--- config.mk ---
export PLATFORM = sky130hd
export DESIGN_NAME = step_ctrl
export DESIGN_NICKNAME = d
export VERILOG_FILES = /design/src/hscale_pkg.sv /design/src/step_ctrl.sv
export VERILOG_INCLUDE_DIRS = /design/src /design/src/src
export SDC_FILE = /design/constraint.sdc
export NUM_CORES = 1
export LEC_CHECK = 0
export ABC_CLOCK_PERIOD_IN_PS = 1400
export BUFFER_PORTS_ARGS = -buffer_cell sky130_fd_sc_hd__buf_4
export CORE_ASPECT_RATIO = 1.5
export CORE_UTILIZATION = 40
export CTS_CLUSTER_DIAMETER = 80
export DETAILED_ROUTE_END_ITERATION = 8
export GPL_TIMING_DRIVEN = 0
export PLACE_DENSITY = 0.81
export SYNTH_ARGS = -nofsm -noshare
export SYNTH_HDL_FRONTEND = slang
export SYNTH_SLANG_ARGS = --single-unit
export TNS_END_PERCENT = 100
--- constraint.sdc ---
create_clock -name clk -period 1.4 [get_ports clk]
set_input_delay 0.07 -clock clk [delete_from_list [all_inputs] [get_ports clk]]
set_output_delay 0.07 -clock clk [all_outputs]
set_load 0.01 [all_outputs]
--- src/hscale_consts.svh ---
`ifndef HSCALE_CONSTS_SVH
`define HSCALE_CONSTS_SVH

// one colour sample
`define HS_PIXEL_WIDTH 12

// coefficient magnitude where 512 is unity weight
`define HS_COE_WIDTH 10

// scale step in fixed point where 4096 is 1.0
`define HS_SCALE_ONE 4096
`define HS_STEP_WIDTH 16

// phase table address from position bits 11..2
`define HS_PHASE_WIDTH 10
`define HS_TABLE_SIZE 1024

// line position and reported line length
`define HS_POS_WIDTH 24
`define HS_LEN_WIDTH 14

`endif

--- src/hscale_pkg.sv ---
`include "hscale_consts.svh"

package hscale_pkg;

    typedef logic [`HS_PIXEL_WIDTH-1:0] pixel_t;
    typedef logic [`HS_COE_WIDTH-1:0]   coe_t;
    typedef logic [`HS_STEP_WIDTH-1:0]  step_t;
    typedef logic [`HS_PHASE_WIDTH-1:0] phase_t;
    typedef logic [`HS_POS_WIDTH-1:0]   pos_t;
    typedef logic [`HS_LEN_WIDTH-1:0]   len_t;

    // one beat of the raster stream
    typedef struct packed {
        logic   de;
        logic   hs;
        logic   vs;
        pixel_t pix;
    } video_t;

endpackage

--- src/step_ctrl.sv ---
`timescale 1ns/1ns
`include "hscale_consts.svh"

module step_ctrl (
    input  logic               clk,
    input  logic               arst_n_i,
    input  hscale_pkg::video_t video_i,
    input  hscale_pkg::step_t  scale_step_i,
    output hscale_pkg::video_t video_o,
    output hscale_pkg::step_t  step_o
);
    import hscale_pkg::*;

    // allowed step range is 1.0 up to just below 4.0
    localparam step_t STEP_MIN = step_t'(`HS_SCALE_ONE);
    localparam step_t STEP_MAX = step_t'(4 * `HS_SCALE_ONE - 1);

    logic   de_q;
    logic   hs_q;
    logic   vs_q;
    pixel_t pix_q;
    logic   frame_start;
    step_t  step_clip;

    // vs_q holds last cycle's vs
    assign frame_start = video_i.vs & ~vs_q;

    always_comb begin
        if (scale_step_i < STEP_MIN) begin
            step_clip = STEP_MIN;
        end else if (scale_step_i > STEP_MAX) begin
            step_clip = STEP_MAX;
        end else begin
            step_clip = scale_step_i;
        end
    end

    always_ff @(posedge clk or negedge arst_n_i) begin
        if (!arst_n_i) begin
            de_q   <= 1'b0;
            hs_q   <= 1'b0;
            vs_q   <= 1'b0;
            step_o <= STEP_MIN;
        end else begin
            de_q <= video_i.de;
            hs_q <= video_i.hs;
            vs_q <= video_i.vs;
            // new step lands together with the first vs beat
            if (frame_start) begin
                step_o <= step_clip;
            end
        end
    end

    always_ff @(posedge clk) begin
        pix_q <= video_i.pix;
    end

    assign video_o = '{de: de_q, hs: hs_q, vs: vs_q, pix: pix_q};

endmodule

# Word level (Yosys, flattened, before mapping)
# Cells that the tools add are included.
[word_totals]
reg_bits = 31
input_bits = 33
out_inout_bits = 31
word_cells = 11
[classes]
n_lt_le_gt_ge = 2
n_mux = 2
bitwise_logic = 2
[op_table]
columns = ["operator", "count"]
rows = [
  ["$mux 16", 2],
  ["$gt 16x14->1 const B", 1],
  ["$lt 16x13->1 const B", 1],
  ["$and 1x1->1", 1],
  ["$not 1->1", 1],
]

# Longest topological paths before layout
[logic_depth]
word_depth = 3
depth_mapped = 5
ltp_nobuf = 3

# Worst setup path after synthesis
# Ideal clock, no wire load.
[synth_path]
kind = "register to register"
from = "register vs_q"
to = "register step_o[13]"
setup_time_ps = 133
arrival_time_ps = 940
required_ps = 1267
path_slack_ps = 327
stages_incl_launch_ff = 6
path_buffers = 2
synth_period_minus_slack_ps = 1073
path_cell_list = "dfrtp_1 -> nand2b_1 -> clkbuf_1 -> buf_2 -> nand2_1 -> o21ai_0"
[synth_via]
elab_chain_cells = 2
[synth_rtl]
columns = ["item", "line_no", "text"]
rows = [
  ["start, declared", "step_ctrl.sv:20", "logic vs_q;"],
  ["start signal, assigned", "step_ctrl.sv:47", "vs_q <= video_i.vs;"],
  ["$not 1->1", "step_ctrl.sv:26", "assign frame_start = video_i.vs & ~vs_q;"],
  ["$and 1x1->1", "step_ctrl.sv:26", ""],
  ["end signal, assigned", "step_ctrl.sv:50", "step_o <= step_clip;"],
  ["end, declared", "step_ctrl.sv:10", "output hscale_pkg::step_t step_o"],
]
# No other way between the ends.
# A chain may end at the register's enable or synchronous reset.

# Worst setup path in the final report
[layout_path]
from = "register vs_q"
to = "register step_o[7]"
# The elaborated chain is that of the path after synthesis.

==> results.md <==
* Status: completed
* CP Class: reg2reg
* Critical path fanouts, max at 10
* Total leakage power at ~0.9 nW
* Clk_lat worst skew at around 310 ps
* Largest net degree at the start of global routing at 20
* Wire length per cell at approximately 14 um
* Gate Count Post-Synth at 87
* Yosys top cell by area: dfrtp_1
* GRT Residual Overflow at 0
* Vias in the first global route at between 1k and 1.5k
* Final setup skew at between 2 and 3 ps
* Count of cells along the worst hold path at 3
* Clock tree from TritonCTS: done
* Total Routing Usage GR at 0.215
* Main flop type after synthesis: dfrtp_1
* Number of input and output port buffers inserted at 63
* Most instantiated cells after synthesis: dfrtp_1, nand2_1, nor2_1, o21ai_0, dfxtp_1
* Peak supply drop at 843 uV
* Critical Path Sink Type: flop
* Critical register-to-register path endpoint: step_o[7]
* Area grow syn2layout at 72.2%
* Layout filler cell count at ~160
* Final setup violating endpoints at 0
* Startpoint kind of the worst setup timing path: flop
* DR vias at 939
* Global-route wire length before repair at 4.29 mm
* Crit path required time at 1600 ps
* Unrepaired setup endpoints after global routing: no
* Post-synthesis cell type count at 17
* Top cell type's share of synthesized area at 0.447
* Antenna violations before repair at 0
* Routability congestion estimate at between 0.6 and 0.7
* Post-route minimum period at around 1200 ps
* Post-detail-place hpwl at approximately 1.8 mm
* Area fraction in compound gates after synthesis at 0.0955
* Chip height at around 63 um
* Number of endpoints with negative hold slack in the final report at 0
* Length of the first detailed-routing pass in iterations at 4
* Clock transition at the registers of the reported paths at 90 ps
* Post-synthesis adder-cell area fraction at 0
* Crit path setup slack, layout at 198 ps
* Critical path data arrival time at between 1000 and 1500 ps
* Portion of netlist area occupied by mux cells at 0
* Worst R2R Setup Slack at about 200 ps
* Post-synthesis instance area at 1010 sq um
* Maximum root-to-sink buffer count at 2
* Portion of the post-synthesis area used by sequential elements at 0.711
* Share of synthesized registers carrying an async set or reset at 0.613
* Total count of max-transition violations in the final report at 0
* Origin of the critical flop-to-flop path: vs_q
* Synthesized Nets at between 100 and 150
* Die X-Extent at roughly 43 um
* Depth of the worst register-to-register path at 4
* Final cycle utilization of the critical path at 0.859
* Io pins at 64
* Ranking of synthesized cells by area: dfrtp_1, dfxtp_1, o21ai_0, nand2_1, nor2_1
* Capture endpoint of the worst hold path: step_o[3]
* Total Wirelength at around 2.7 mm
* Max_cap viols at 0
* Final antenna diode count at 0
* Number of enable-type register cells in the synthesized netlist at 0
* Synth warn at 0
* Actual transition at the worst max-transition pin at roughly 430 ps
* Placeable core region at around 2300 sq um
* Hold path startpoint: scale_step_i[3]
* Xor and xnor area share after synthesis at 0
* Total negative slack for setup checks at 0 ps
* Relative slew slack at 0.711
* Post-detailed-route count of antenna-violating nets at 0
* Hold crit path type: in2reg
* Timing-limited maximum frequency at about 0.83 GHz
* Vias per std cell at around 4.8
* Full die area at approximately 2700 sq um
* Total DRC errors in the routed layout at 0
* Deepest level of the CTS H-tree at 2
* Clock sink count at 31
* Number of buffers added by the clock tree synthesis step at 5
* Average instance area after synthesis at about 12 sq um
* Fin nets at about 200
* Simple-Gate Fraction of Synth Area at 0.133
* Areal power density over the cells at between 1000 and 1500 nW/um^2
* Flop and latch count out of synthesis at 31
* Count leader, synth: dfrtp_1
* Post-CTS Repair Setup Buffers at 0
* Iter 0 DRT Violations at 17
* Share of post-route cells with drive strength above 1 at 0.448
* Setup Slack @ Placement at 125 ps
* Root buf cell: clkbuf_4
* Largest family of logic cells by synthesized area: simple AND/OR/NAND/NOR gates
* CTS-repair resized insts at 0
* Effective utilization at floorplan at 0.436
* Standard-cell rows at 21
critical path, stage by stage, from the launching register on:
cell and delay, ps:
dfrtp_1 400, nand2b_1 280, buf_2 250, nand2_1 80
o21ai_0 80
worst max path at each step:
stage	from	end	slack [ps]	cells after the start
floorplan	vs_q	step_o[13]	330	5
detailed placement	vs_q	step_o[7]	120	5
global placement	vs_q	step_o[12]	200	5
CTS	video_i[12]	step_o[7]	90	7
global route	vs_q	step_o[6]	80	4
finish	vs_q	step_o[7]	200	4
registers in the layout (all words and copies together) (netlist names):
register and cells:
de_q 1, step_o 16, vs_q 1, hs_q 1, pix_q 12
layer usage:
metal	share of wire	track usage	up-vias	wire length, um
li1	-	-	446	-
met1	0.32	0.184	439	865
met2	0.56	0.396	47	1490
met3	0.10	0.103	7	270
met4	0.015	0.0985	0	41
met5	0	0	-	0
metrics by stage:
step                      utilization  std cells  hold slack, ps  instance area, sq um  total power, mW
after CTS                       0.753        198            9.18                  1740             1.92
after detailed placement        0.653        173           -45.2                  1510             1.36
final                           0.751        197            24.2                  1740             1.90
after floorplan                     -         87            -226                  1010             1.14
after global placement          0.653        173           -49.1                  1510             1.35
after global routing            0.751        197            22.8                  1740             2.00
logic make-up after synthesis:
kind of cell    Yosys count
compound gates           15
simple gates             32
buf+inv                   9
flops                    31
cells in the final DEF, fill, tap and decap left out:
cell type      count
clkbuf_4           5
nor3b_1            1
o21ai_0           13
buf_2              1
o21ai_1            1
clkbuf_1           2
dfstp_2            1
clkinv_2           1
dlygate4sd3_1     17
dfrtp_1           18
dfxtp_1           12
inv_1              1
buf_6              2
and2_1             2
or2_1              1
nor2_1            13
nand2_1           14
o311ai_4           1
clkbuf_8           1
nand2b_1           1
buf_4             66
layout make-up:
cell class / instances / area [sq um] / area share
repair buffers: 80 / 643 / 0.370
flip-flops and latches: 31 / 717 / 0.413
multi-input cells: 47 / 230 / 0.133
well taps: 23 / 28.8 / 0.0166
inverters: 1 / 3.75 / 0.00216
clock buffers: 7 / 55.1 / 0.0317
clock inverters: 1 / 5.00 / 0.00288
plain buffers: 7 / 53.8 / 0.0310
power breakdown:
part / internal [mW] / total [mW] / switching [mW]
Clock: 0.243 / 0.520 / 0.277
Combinational: 0.218 / 0.373 / 0.155
Sequential: 0.969 / 1.01 / 0.0379
Total: 1.43 / 1.90 / 0.470
what timing repair did:
item | 4_1_cts | 5_1_grt
hold endpoints to repair | 35 | 0
hold buffers | 17 | 0
endpoints found under the setup margin | 0 | 7
Power figures use the tool's default switching activity.
