==> src/hscale_consts.svh <==
`ifndef HSCALE_CONSTS_SVH
`define HSCALE_CONSTS_SVH

// one colour sample
`define HS_PIXEL_WIDTH 12

// coefficient magnitude where 512 is unity weight
`define HS_COE_WIDTH 10

// scale step in fixed point where 4096 is 1.0
`define HS_SCALE_ONE 4096
`define HS_STEP_WIDTH 16

// phase table address from position bits 11..2
`define HS_PHASE_WIDTH 10
`define HS_TABLE_SIZE 1024

// line position and reported line length
`define HS_POS_WIDTH 24
`define HS_LEN_WIDTH 14

`endif

==> src/hscale_pkg.sv <==
`include "hscale_consts.svh"

package hscale_pkg;

    typedef logic [`HS_PIXEL_WIDTH-1:0] pixel_t;
    typedef logic [`HS_COE_WIDTH-1:0]   coe_t;
    typedef logic [`HS_STEP_WIDTH-1:0]  step_t;
    typedef logic [`HS_PHASE_WIDTH-1:0] phase_t;
    typedef logic [`HS_POS_WIDTH-1:0]   pos_t;
    typedef logic [`HS_LEN_WIDTH-1:0]   len_t;

    // one beat of the raster stream
    typedef struct packed {
        logic   de;
        logic   hs;
        logic   vs;
        pixel_t pix;
    } video_t;

endpackage

==> src/line_len_stage.sv <==
`timescale 1ns/1ns

module line_len_stage (
    input  logic               clk,
    input  logic               arst_n_i,
    input  hscale_pkg::video_t video_i,
    output hscale_pkg::video_t video_o,
    output hscale_pkg::len_t   line_len_o,
    output logic               line_len_valid_o
);
    import hscale_pkg::*;

    logic   de_q;
    logic   hs_q;
    logic   vs_q;
    pixel_t pix_q;
    len_t   beat_cnt;
    logic   line_end;

    // output de is sparse when downscaling
    // so the next hs start closes a line that had beats
    assign line_end = video_i.hs & ~hs_q & (beat_cnt != '0);

    always_ff @(posedge clk or negedge arst_n_i) begin
        if (!arst_n_i) begin
            de_q             <= 1'b0;
            hs_q             <= 1'b0;
            vs_q             <= 1'b0;
            beat_cnt         <= '0;
            line_len_valid_o <= 1'b0;
        end else begin
            de_q             <= video_i.de;
            hs_q             <= video_i.hs;
            vs_q             <= video_i.vs;
            line_len_valid_o <= line_end;
            if (line_end) begin
                beat_cnt <= len_t'(video_i.de);
            end else if (video_i.de) begin
                beat_cnt <= beat_cnt + len_t'(1);
            end
        end
    end

    always_ff @(posedge clk) begin
        pix_q <= video_i.pix;
        if (line_end) begin
            line_len_o <= beat_cnt;
        end
    end

    assign video_o = '{de: de_q, hs: hs_q, vs: vs_q, pix: pix_q};

endmodule

==> config.mk <==
export PLATFORM = sky130hd
export DESIGN_NAME = line_len_stage
export DESIGN_NICKNAME = d
export VERILOG_FILES = /design/src/hscale_pkg.sv /design/src/line_len_stage.sv
export VERILOG_INCLUDE_DIRS = /design/src /design/src/src
export SDC_FILE = /design/constraint.sdc
export NUM_CORES = 1
export LEC_CHECK = 0
export BUFFER_PORTS_ARGS = -buffer_cell sky130_fd_sc_hd__buf_4
export CORE_ASPECT_RATIO = 0.8
export CORE_MARGIN = 3
export CORE_UTILIZATION = 51
export DETAILED_ROUTE_END_ITERATION = 8
export GPL_TIMING_DRIVEN = 0
export PLACE_DENSITY = 0.79
export SYNTH_ARGS = -nofsm -noshare
export SYNTH_HDL_FRONTEND = slang
export SYNTH_SLANG_ARGS = --single-unit
==> constraint.sdc <==
create_clock -name clk -period 4.1 [get_ports clk]
set_input_delay 0.82 -clock clk [delete_from_list [all_inputs] [get_ports clk]]
set_output_delay 0.82 -clock clk [all_outputs]
set_load 0.05 [all_outputs]
# Yosys cells after proc, flatten, opt, wreduce, memory -nomap -nowiden
# Cells that the tools add are included.
# totals
ff_bits	44
inputBits	17
out_inout_bits	30
# classes
addsub	1
n_mux	2
n_bitwise	3
reduce_logical	2
# op_table
op	n
$mux 14	2
$add 14x1->14 const B	1
$reduce_bool 14->1	1
$and 1x1->1	2
$reduce_bool 2->1	1
$not 1->1	1

# Longest topological paths before layout
# logic_depth
depth_word	4
mapped_depth	8
mapped_depth_nobuf	6

# Least setup slack after synthesis
# OpenSTA, ideal clock, no wires.
# synth_path
path_kind	input to register
start	input video_i[14] (netlist bit)
end	register beat_cnt[13]
setup_time_ps	119
arrival_ps	1692
setup_slack_ps	2289
cell_stages	5
n_path_buf	1
path_cell_list	clkbuf_2 -> nand4_1 -> nor4_1 -> xnor2_1 -> nor2_1
# synth_via
elab_chain_cells	1
# synth_rtl
item	line_no	source
start, declared	line_len_stage.sv:6	input hscale_pkg::video_t video_i,
$reduce_bool 2->1 (no source line)	--	
end signal, assigned	line_len_stage.sv:37	beat_cnt <= len_t'(video_i.de);
end signal, assigned	line_len_stage.sv:39	beat_cnt <= beat_cnt + len_t'(1);
end, declared	line_len_stage.sv:17	len_t beat_cnt;
# No other way between the ends.
# A chain may end at the register's enable or synchronous reset.

# Worst setup path in the final report
# layout_path
start	register beat_cnt[0]
end	register line_len_o[6], enable pin
# layout_via
elab_chain_cells	2
# layout_rtl
item	line_no	source
$reduce_bool 14->1	line_len_stage.sv:22	assign line_end = video_i.hs & ~hs_q & (beat_cnt != '0);
$and 1x1->1	line_len_stage.sv:22	
via line_end	line_len_stage.sv:18	logic line_end;
end signal, assigned	line_len_stage.sv:47	line_len_o <= beat_cnt;
end, declared	line_len_stage.sv:8	output hscale_pkg::len_t line_len_o,
# The timed path passes the listed nets, and every way through them passes these cells.

==> impl_summary.log <==
[metrics] worst setup skew after layout: ~0.0059 ns
[metrics] fraction of layout instances using a drive strength above 1: a little over a third
[metrics] total power: approximately 1.1 mW
[metrics] normalized max-slew margin: approximately three quarters
[metrics] WS Path Type: flop to flop
[metrics] Post-Route Utilization: 72.0%
[metrics] number of buffers inserted by hold repair at cts: 0
[metrics] peak per-stage delay on the critical path: 0.40 ns
[metrics] H-tree levels: 2
[metrics] routed wire length: 2.80 mm
[metrics] setup tns final: 0 ns
[metrics] number of gates resized after cts: 0
[metrics] vias post-DR: ~980
[metrics] maximum number of pins on one net before global-route repair: 25
[metrics] wire length per cell: between 10 and 15 um
[metrics] Congestion Overflow GR: 0
[metrics] core region area: approximately 2800 um^2
[metrics] Die Wd: 67.0 um
[metrics] antenna viol nets, final: 0
[metrics] Area growth, synth to finish: 32.9%
[metrics] Most used DFF post-synth: sky130_fd_sc_hd__dfrtp_1
[metrics] worst vdd ir: about 0.00044 V
[metrics] initial antenna violation count: 0
[metrics] non-filler instance count after layout: slightly above 200
[metrics] synth warn: 0
[metrics] fill cell count: slightly above 200
[metrics] max capacitance violation total: 0
[metrics] first-pass GRT wire length: roughly 4.4 mm
[metrics] clock tree root driver cell: sky130_fd_sc_hd__clkbuf_8
[metrics] CP Capture Type: flop
[metrics] area of combinational cells with multiple inputs: 347 um^2
[metrics] gp weighted congestion: between 0.7 and 0.8
[metrics] Max Freq: 544 MHz
[metrics] Syn Area/Cell: roughly 14 um^2
[metrics] kind of launch point of the worst setup path: flop
[metrics] vias per cell: 4.85
[metrics] post-route fraction of the period consumed by the critical path: 44.8%
[metrics] Post CTS Setup Buffer Count: 0
[metrics] crit path max fanout: 24
[metrics] # DRC: 0
[metrics] share of total power in combinational logic: 23.7%
[metrics] hold violation count in the final report: 0
[metrics] number of search-and-repair iterations in the first detailed-routing pass: 4
[metrics] Net Count, Synth: 130
[metrics] FFs w/ async S/R, synth: 40.9%
[metrics] Synth Register Bits: 44
[metrics] CP cell instances: inv_1, ha_1, nor4b_2, nand4_1, and3_1, buf_2, buf_6
[metrics] area of the die: 3680 um^2
[metrics] register-to-register setup slack: 2.26 ns
[metrics] worst endpoint data arrival time: 1.83 ns
[metrics] worst-case clock buffer depth: 2
[metrics] total placed cells including tap cells: approximately 200
[metrics] DP Wirelength: ~2.0 mm
[metrics] clock network fraction of total power: 28.0%
[metrics] final max-slew violation count: 0
[metrics] sequential cell area fraction in the yosys report: between 70% and 80%
[metrics] internal cell power: just under 800 uW
[metrics] number of top-level design ports: 47
[metrics] Mapped Area: 1520 um^2
[metrics] static power due to leakage: roughly 0.90 nW
[metrics] sequential cell area: around 1100 um^2
[metrics] number of port buffers: 46
[metrics] number of diodes: 0
[metrics] Req. time, crit path: ~4.1 ns
[metrics] number of global-route vias before repair: 942
[metrics] setup repair after global routing missed its margin: no
[metrics] GRT Total Usage: ~17%
[metrics] TritonCTS Sinks: 44
[metrics] distinct cell type count after synthesis: 21
[metrics] Total Nets Final: about 180
[metrics] Die Ht: between 50 and 60 um
[metrics] fraction of power spent switching nets: between 30% and 40%
[metrics] min cycle time layout: between 1.5 and 2 ns
[metrics] switching power summed over all nets: about 350 uW
[metrics] Reg power frac: a little under 50%
[metrics] transition at the pin with the smallest max-transition slack: 0.343 ns
[metrics] clock latency on the worst-skew pair: just under 0.3 ns
[metrics] run status: finished, final reports clean
[metrics] Clock Pin Slew Worst Setup and Hold Paths: ~0.08 ns
[metrics] CP max-delay cell: sky130_fd_sc_hd__dfrtp_1
[metrics] starting utilization of the core area: a little over half
[metrics] TritonCTS Buffers: 5
[metrics] final setup vio count: 0
[metrics] power density over the cells: about 560 nW/um^2
[metrics] Hold WC Path Type: input pin to asynchronous set/reset pin
[metrics] number of cell rows: 17
[metrics] Gate Count Post-Synth: about 110
[metrics] clock tree from TritonCTS: done
[metrics] first-iteration detailed-routing DRC count: between 50 and 60
[metrics] count of flip-flops with a built-in enable after synthesis: 14
Yosys cell counts, types with 2 or more instances:
library cell               count  area, um^2
sky130_fd_sc_hd__xor2_1        4        35.0
sky130_fd_sc_hd__dfrtp_1      18         450
sky130_fd_sc_hd__nand4_1       4        25.0
sky130_fd_sc_hd__xnor2_1       9        78.8
sky130_fd_sc_hd__nor3_1        5        25.0
sky130_fd_sc_hd__nand3_1       4        20.0
sky130_fd_sc_hd__edfxtp_1     14         420
sky130_fd_sc_hd__inv_1         5        18.8
sky130_fd_sc_hd__buf_4         3        22.5
sky130_fd_sc_hd__dfxtp_1      12         240
sky130_fd_sc_hd__nor2_1       16        60.1
sky130_fd_sc_hd__nor4_1        4        25.0
sky130_fd_sc_hd__nand2_1       4        15.0
sky130_fd_sc_hd__ha_1          2        25.0
routing by layer:
metal / track usage (%) / part of all wire (%) / vias to the layer above
met5: 0 / 0 / -
met4: 7.07 / 1.7 / 0
met3: 6.78 / 5.3 / 5
met2: 28.9 / 54 / 21
met1: 20.4 / 39 / 480
li1: - / - / 478
final cells by class:
cell class / instances / share of cell area (%)
plain buffers: 6 / 2.17
clock buffers: 6 / 3.59
clock inverters: 2 / 1.73
inverters: 5 / 0.929
multi-input cells: 56 / 17.2
flip-flops and latches: 44 / 55.0
well taps: 38 / 2.35
repair buffers: 46 / 17.1
state kept, by name, indices dropped and copies added, names as in the netlist:
| register | count |
|---|---|
| vs_q | 1 |
| de_q | 1 |
| line_len_o | 14 |
| pix_q | 12 |
| hs_q | 1 |
| beat_cnt | 14 |
| line_len_valid_o | 1 |
power by group through the flow:
stage	clock, mW	combinational (mW)	sequential [mW]
global placement	0	0.262	0.552
floorplan	0	0.0812	0.652
CTS	0.324	0.270	0.546
global route	0.339	0.285	0.553
finish	0.316	0.268	0.545
detailed placement	0	0.267	0.554
metrics by stage:
stage	setup WS [ns]	cell area, um^2	hold WS (ns)
after floorplan	2.29	1520	0.469
after global placement	2.05	1910	0.495
after detailed placement	2.04	1910	0.499
after CTS	2.26	2020	0.380
after global routing	2.14	2020	0.383
final	2.26	2020	0.376
layout by cell type, fill, tap and decap left out:
master	count
sky130_fd_sc_hd__buf_4	49
sky130_fd_sc_hd__dfrtp_1	18
sky130_fd_sc_hd__nor2_1	16
sky130_fd_sc_hd__edfxtp_1	14
sky130_fd_sc_hd__dfxtp_1	12
sky130_fd_sc_hd__xnor2_1	9
sky130_fd_sc_hd__inv_1	5
sky130_fd_sc_hd__nor3_1	5
sky130_fd_sc_hd__clkbuf_8	5
sky130_fd_sc_hd__nor4_1	4
sky130_fd_sc_hd__nand4_1	4
sky130_fd_sc_hd__nand3_1	4
sky130_fd_sc_hd__nand2_1	4
sky130_fd_sc_hd__xor2_1	4
sky130_fd_sc_hd__ha_1	2
sky130_fd_sc_hd__nor4b_2	1
sky130_fd_sc_hd__and3_1	1
sky130_fd_sc_hd__buf_2	1
sky130_fd_sc_hd__buf_6	1
sky130_fd_sc_hd__clkbuf_2	1
sky130_fd_sc_hd__mux2i_1	1
sky130_fd_sc_hd__a31oi_1	1
sky130_fd_sc_hd__clkinv_2	1
sky130_fd_sc_hd__bufinv_16	1
sky130_fd_sc_hd__clkbuf_1	1
worst paths after layout:
path | startpoint | endpoint | cells after the start
max | beat_cnt[0] | line_len_o[6] | 7
min | arst_n_i | line_len_valid_o | 1
max reg2reg | beat_cnt[0] | line_len_o[6] | 7
min reg2reg | beat_cnt[13] | line_len_o[13] | 0
max in group asynchronous | arst_n_i | beat_cnt[10] | 1
min in group clk | beat_cnt[13] | line_len_o[13] | 0
worst max-delay path, delay by kind of cell, from the launching register on:
family / cells / cell delay [ns]
buffers and inverters: 3 / 0.46
and+or+nand+nor: 3 / 0.45
DFF: 1 / 0.40
adders and majority gates: 1 / 0.22
logic make-up (layout without fill, tap and decap cells):
group,Yosys count,after routing,synth area share [%]
AOI/OAI and AO/OA,1,1,0.412
xor gates and xnor gates,13,13,7.49
adders and majority gates,2,2,1.65
buffers and inverters,11,65,4.11
DFF,44,44,73.1
muxes,1,1,0.658
and+or+nand+nor,39,39,12.6
(Power assumes the default switching activity.)
