<file path="config.mk">
export PLATFORM = sky130hd
export DESIGN_NAME = hscale_core
export DESIGN_NICKNAME = d
export VERILOG_FILES = /design/src/hscale_pkg.sv /design/src/hscale_core.sv
export VERILOG_INCLUDE_DIRS = /design/src /design/src/src
export SDC_FILE = /design/constraint.sdc
export NUM_CORES = 1
export LEC_CHECK = 0
export ABC_AREA = 1
export BUFFER_PORTS_ARGS = -buffer_cell sky130_fd_sc_hd__buf_2
export CAP_MARGIN = 20
export CORE_MARGIN = 4
export CORE_UTILIZATION = 49
export DETAILED_ROUTE_END_ITERATION = 7
export GPL_TIMING_DRIVEN = 0
export PLACE_DENSITY = 0.62
export SETUP_SLACK_MARGIN = 0.1
export SKIP_CTS_REPAIR_TIMING = 1
export SYNTH_ARGS = -nofsm -noshare
export SYNTH_HDL_FRONTEND = slang
export SYNTH_SLANG_ARGS = --single-unit
</file>
<file path="constraint.sdc">
create_clock -name clk -period 5.8 [get_ports clk]
set_input_delay 0.87 -clock clk [delete_from_list [all_inputs] [get_ports clk]]
set_output_delay 0.87 -clock clk [all_outputs]
set_load 0.01 [all_outputs]
</file>
<file path="src/hscale_consts.svh">
`ifndef HSCALE_CONSTS_SVH
`define HSCALE_CONSTS_SVH

// one colour sample
`define HS_PIXEL_WIDTH 12

// coefficient magnitude where 512 is unity weight
`define HS_COE_WIDTH 10

// scale step in fixed point where 4096 is 1.0
`define HS_SCALE_ONE 4096
`define HS_STEP_WIDTH 16

// phase table address from position bits 11..2
`define HS_PHASE_WIDTH 10
`define HS_TABLE_SIZE 1024

// line position and reported line length
`define HS_POS_WIDTH 24
`define HS_LEN_WIDTH 14

`endif

</file>
<file path="src/hscale_pkg.sv">
`include "hscale_consts.svh"

package hscale_pkg;

    typedef logic [`HS_PIXEL_WIDTH-1:0] pixel_t;
    typedef logic [`HS_COE_WIDTH-1:0]   coe_t;
    typedef logic [`HS_STEP_WIDTH-1:0]  step_t;
    typedef logic [`HS_PHASE_WIDTH-1:0] phase_t;
    typedef logic [`HS_POS_WIDTH-1:0]   pos_t;
    typedef logic [`HS_LEN_WIDTH-1:0]   len_t;

    // one beat of the raster stream
    typedef struct packed {
        logic   de;
        logic   hs;
        logic   vs;
        pixel_t pix;
    } video_t;

endpackage

</file>
<file path="src/hscale_core.sv">
`timescale 1ns/1ns
`include "hscale_consts.svh"

module hscale_core (
    input  logic                   clk,
    input  logic                   arst_n_i,
    input  hscale_pkg::video_t     video_i,
    input  hscale_pkg::step_t      step_i,
    output hscale_pkg::phase_t     phase_o,
    input  hscale_pkg::coe_t [3:0] coe_i,
    output hscale_pkg::video_t     video_o
);
    import hscale_pkg::*;

    localparam int PIX_W  = `HS_PIXEL_WIDTH;
    localparam int COE_W  = `HS_COE_WIDTH;
    localparam int MULT_W = PIX_W + COE_W;
    localparam int SUM_W  = MULT_W + 3;
    localparam int DELAY  = 5;

    // half of the unity weight for round to nearest
    localparam logic [MULT_W:0] ROUND = (MULT_W + 1)'(1 << (COE_W - 2));

    typedef struct packed {
        logic de;
        logic hs;
        logic vs;
    } ctrl_t;

    pos_t                    in_cnt;
    pos_t                    out_pos;
    logic                    hs_prev;
    logic                    line_start;
    logic                    emit;
    pixel_t                  hist [3];
    pixel_t                  tap [4];
    ctrl_t                   ctrl_q [DELAY];
    logic [MULT_W-1:0]       mult [4];
    logic [MULT_W:0]         pos_sum;
    logic [MULT_W:0]         neg_sum;
    logic signed [SUM_W-1:0] sum;
    pixel_t                  pix_q;

    assign line_start = video_i.hs & ~hs_prev;

    // one output at most per input pixel
    assign emit = video_i.de & ~line_start & (in_cnt > out_pos);

    // fractional part of the output position addresses the table
    assign phase_o = out_pos[`HS_PHASE_WIDTH+1:2];

    always_ff @(posedge clk or negedge arst_n_i) begin
        if (!arst_n_i) begin
            hs_prev <= 1'b0;
            in_cnt  <= '0;
            out_pos <= pos_t'(`HS_SCALE_ONE);
        end else begin
            hs_prev <= video_i.hs;
            if (line_start) begin
                in_cnt  <= '0;
                out_pos <= pos_t'(`HS_SCALE_ONE);
            end else begin
                if (video_i.de) begin
                    in_cnt <= in_cnt + pos_t'(`HS_SCALE_ONE);
                end
                if (emit) begin
                    out_pos <= out_pos + pos_t'(step_i);
                end
            end
        end
    end

    // timing travels alongside the samples in flight
    always_ff @(posedge clk or negedge arst_n_i) begin
        if (!arst_n_i) begin
            for (int i = 0; i < DELAY; i++) begin
                ctrl_q[i] <= '0;
            end
        end else begin
            ctrl_q[0] <= '{de: emit, hs: video_i.hs, vs: video_i.vs};
            for (int i = 1; i < DELAY; i++) begin
                ctrl_q[i] <= ctrl_q[i-1];
            end
        end
    end

    // pixel history, zero before the line begins
    always_ff @(posedge clk) begin
        if (line_start) begin
            hist[0] <= '0;
            hist[1] <= '0;
            hist[2] <= '0;
        end else if (video_i.de) begin
            hist[0] <= video_i.pix;
            hist[1] <= hist[0];
            hist[2] <= hist[1];
        end
        if (emit) begin
            tap[0] <= video_i.pix;
            tap[1] <= hist[0];
            tap[2] <= hist[1];
            tap[3] <= hist[2];
        end
    end

    // taps meet the coefficients one cycle after the address
    always_ff @(posedge clk) begin
        for (int i = 0; i < 4; i++) begin
            mult[i] <= MULT_W'(coe_i[i]) * MULT_W'(tap[i]);
        end

        // inner taps add and outer taps subtract
        pos_sum <= (MULT_W + 1)'(mult[1]) + (MULT_W + 1)'(mult[2]) + ROUND;
        neg_sum <= (MULT_W + 1)'(mult[0]) + (MULT_W + 1)'(mult[3]);

        sum <= $signed({2'b00, pos_sum}) - $signed({2'b00, neg_sum});

        // clamp to the pixel range
        if (sum[SUM_W-1]) begin
            pix_q <= '0;
        end else if (|sum[SUM_W-2:MULT_W-1]) begin
            pix_q <= '1;
        end else begin
            pix_q <= sum[COE_W-1 +: PIX_W];
        end
    end

    assign video_o = '{
        de:  ctrl_q[DELAY-1].de,
        hs:  ctrl_q[DELAY-1].hs,
        vs:  ctrl_q[DELAY-1].vs,
        pix: pix_q
    };

endmodule

</file>
; Word-level counts from Yosys, hierarchy flattened
; Memory sizes are Yosys's and may differ from the RTL's.
; Cells that the tools add are included.
[word_totals]
ff_bits = 145
latch_bits = 0
ramBits = 172
rom_bits = 0
input_bits = 73
out_inout_bits = 25
elab_cells = 61
n_memories = 3
[op_classes]
n_addsub = 6
mul = 4
n_div = 0
magnitude_cmp = 1
eq_ne = 0
shifts = 0
mux = 15
n_bitwise = 8
n_reduce_logical = 3
[mem_list]
columns = name, words, word_bits, read_ports, rd_ports_with_merged_regs, write_ports, line
row1 = mult, 4, 22, 4, 0, 4, hscale_core.sv:38  ; logic [MULT_W-1:0] mult [4];
row2 = tap, 4, 12, 4, 0, 4, hscale_core.sv:36  ; pixel_t tap [4];
row3 = hist, 3, 12, 3, 0, 3, hscale_core.sv:35  ; pixel_t hist [3];
[ops]
columns = cell, count
row1 = 2-to-1 mux 24 bit, 4
row2 = multiplier 10 x 12 -> 22 bit, 4
row3 = 2-to-1 mux 12 bit, 4
row4 = adder 22 x 22 -> 23 bit, 2
row5 = adder 24 x 13 -> 24 bit (second input constant), 1
row6 = adder 24 x 16 -> 24 bit, 1
row7 = > comparator 24 bit, 1
row8 = subtractor 23 x 23 -> 24 bit, 1
row9 = adder 23 x 9 -> 23 bit (second input constant), 1
row10 = 2-to-1 mux 1 bit, 7
row11 = nonzero test 2 bit, 2
row12 = bitwise AND 1 bit, 3
row13 = bitwise OR 1 bit, 3
row14 = OR reduction 3 bit, 1
row15 = inverter 1 bit, 2

; Depth between registers and ports, before layout
[depth]
ltp_word = 7
ltp_mapped = 23
ltp_nobuf = 22

; Worst setup path before layout
; Ideal clock, no wire load.
[synth_timing]
path_kind = input port to flip-flop
start = input port coe_i[1] (netlist bit)
end = memory mult[0][19] (netlist bit)
setup_time_ns = 0.122
t_arrival_ns = 4.985
t_required_ns = 5.678
slack_ns = 0.693
cell_stages = 20
n_path_buf = 1
path_cell_list = clkbuf_1 nand2_1 fa_1 inv_1 fa_1 inv_1 fa_1 inv_1 fa_1 inv_1 fa_1 inv_1 ha_1 a21oi_1 nor2_1 nor2_1 nand2_1 nand2_1 nand3_1 xor2_1
[synth_rtl]
columns = item, line
row1 = start: declaration, hscale_core.sv:10  ; input hscale_pkg::coe_t [3:0] coe_i,
row2 = end: declaration, hscale_core.sv:38

==> results.yml <==
global_route:
  gr-total-overflow: 0
  antenna_found_initial: 6
  grt_usage_pct: 23.0
  first_global_vias: 24040
  grt_pass1_wl_um: 124000
  grt_max_degree: 59
floorplan:
  row_count: 91
  die_h_um: 257
  dieArea_sq_um: 66100
  core_area_sq_um: 61600
  die_w_um: 257
  initial_core_util_pct: 49.3
  ioPinCount: 98
synth:
  synth_async_sr_flop_share_pct: 17.2
  ys_seq_area_share_pct: 23.1
  synthTopCellsByArea: "fa_1 21%, ha_1 14%, nand2_1 13%, dfxtp_1 11%, inv_1 11%"
  yosys_warnings: 0
  synth_top_area_share_pct: 20.8
  syn_nets: 4624
  netlist_area_sq_um: 30400
  synth_cells: 3892
  ys_seq_elements: 296
  yosys.area.top_type: "fa_1"
  synth_cell_types: 47
  ys.flop_type: "dfxtp_1"
  avgSynthCellArea_sq_um: 7.81
  synth-edff-count: 84
sta:
  maxSlewHeadroom_pct: 39.9
  max_freq_ghz: 0.185
  grt_setup_unrepaired: "false"
  skew_ps: 20.3
  drv_slew: 0
  tightest_slew_ps: 898
  min_period_ps: 5390
  setup_slack_ps: 408
  final_hold_viol_count: 0
  finalCritPeriodShare_pct: 93.0
  setup_viol: 0
critical_path:
  start_kind: "input pin"
  crit_required_ps: 6200
  crit_type: "input pin to flop"
  critPathMaxFanout: 10
  worst_setup_path_end_kind: "flop"
  worstPathArrival_ps: 5790
hold_path:
  hold_path.class: "input pin to async pin"
drt:
  drtIter0Drc: 1468
  detail-route-antenna-nets: 0
  routed-wl-met3_um: 3930
  wl_met1_um: 35100
  wire_per_inst_um: 15.3
  remaining_drc_errors: 0
  wl_met2_um: 33800
  top_layer_used: "met4"
  routed_wirelength_um: 74600
  num_vias: 24175
  drtPass1Iterations: 8
  viasPerCell: 4.94
clock_network:
  clockBufferDepth: 3
  tritoncts: "yes"
  cts.sinks: 296
  clkSlewWorstSetupHoldPaths_ps: 60
  htree_levels: 2
  cts_root_buf: "clkbuf_16"
  numCtsBuffers: 34
  clk_latency_ps: 550
cells_and_area:
  final_common_cell: "nand2_1"
  fill_cells: 6006
  final_cell_mix: "1035 x nand2_1, 856 x inv_1, 344 x ha_1, 315 x fa_1, 232 x nor2_1"
  post_route_cells_drive_above_1_share_pct: 4.99
  multi_input_area_sq_um: 19600
  fin_nets: 4758
  register_area_sq_um: 7020
  synthToLayoutAreaGrowth_pct: 8.83
placement:
  gp_congestion: 0.931
  place_hpwl_um: 62200
  numPortBuffers: 97
  pre_cts_slack_ps: -115
outcome:
  status: "complete, no violations"
run:
  cap_violations: 0
-- cell usage after synthesis, drive strengths merged (4+ instances only) --
cell,n
nand2,1040
nor3,33
edfxtp,84
xor2,78
nor2,240
a21boi,11
dfxtp,161
buf,20
nor4,6
nand3,146
clkbuf,91
a21o,10
a21oi,183
dfrtp,50
fa,315
ha,344
o21bai,20
o21ai,109
nand4,29
o21a,9
xnor2,35
inv,860
a31oi,4
-- worst max-delay path: stages --
cell and delay, ps:
buf_2 160, clkbuf_1 410, nand2_1 170, fa_1 540
inv_1 60, fa_1 500, inv_1 50, fa_1 520
inv_1 50, fa_1 480, inv_1 50, fa_1 470
inv_1 40, ha_1 340, nand2_1 120, nor2_1 210
nand4_1 110, o21ai_1 280, xor2_1 370
-- sequential cells by signal, indices dropped and copies added (netlist names), 15 cells and up --
register	count
mult	88
pos_sum	23
out_pos	24
neg_sum	23
tap	48
hist	36
sum	15
-- per-stage QoR --
stage                     setup TNS [ps]  cell area, sq um  std cells  hold slack (ps)  utilization [%]
after global routing                   0             33100       4889              291             53.7
after CTS                              0             33100       4886              259             53.7
after floorplan                        0             30400       3892              331                -
after detailed placement            -524             31900       4827              336             51.9
final                                  0             33100       4890              273             53.7
after global placement              -304             31900       4826              333             51.8
-- path summary, 6_finish.rpt --
check / slack (ps) / cells after the start / to / from
setup / recovery: 410 / 19 / mult[1][12] / coe_i[12]
hold / removal: 270 / 1 / out_pos[3] / arst_n_i
setup reg to reg: 510 / 18 / mult[1][12] / tap[1][7]
hold reg to reg: 350 / 0 / video_o[13] / ctrl_q[4]
max in group asynchronous: 4930 / 2 / out_pos[12] / arst_n_i
min in group clk: 350 / 0 / video_o[13] / ctrl_q[4]
-- cell type report --
class                      instances  area share (%)
antenna                            4          0.0303
clock buffer                      40            2.83
inverter                         860            9.76
multi-input combinational       2625            59.4
clock inverter                    19           0.549
tap                              837            3.17
buffer                           111            1.51
sequential                       296            21.2
timing repair buffer              98            1.53
-- per-layer routing --
metal,vias to the layer above,GRT usage (%)
li1,12140,-
met1,11369,33.3
met2,579,37.1
met3,87,2.45
met4,0,5.99
met5,-,0
-- kinds of logic after synthesis --
family                     after synthesis  share of synthesized area (%)
buffers and inverters                  971                           12.3
adders and majority gates              659                           34.9
and+or+nand+nor                       1502                           20.1
xor gates and xnor gates               113                           3.26
AOI/OAI and AO/OA                      351                           6.33
DFF                                    296                           23.1
Power is not shown: default switching activity piles up to over one toggle a cycle in this logic, so the estimate is an artifact.
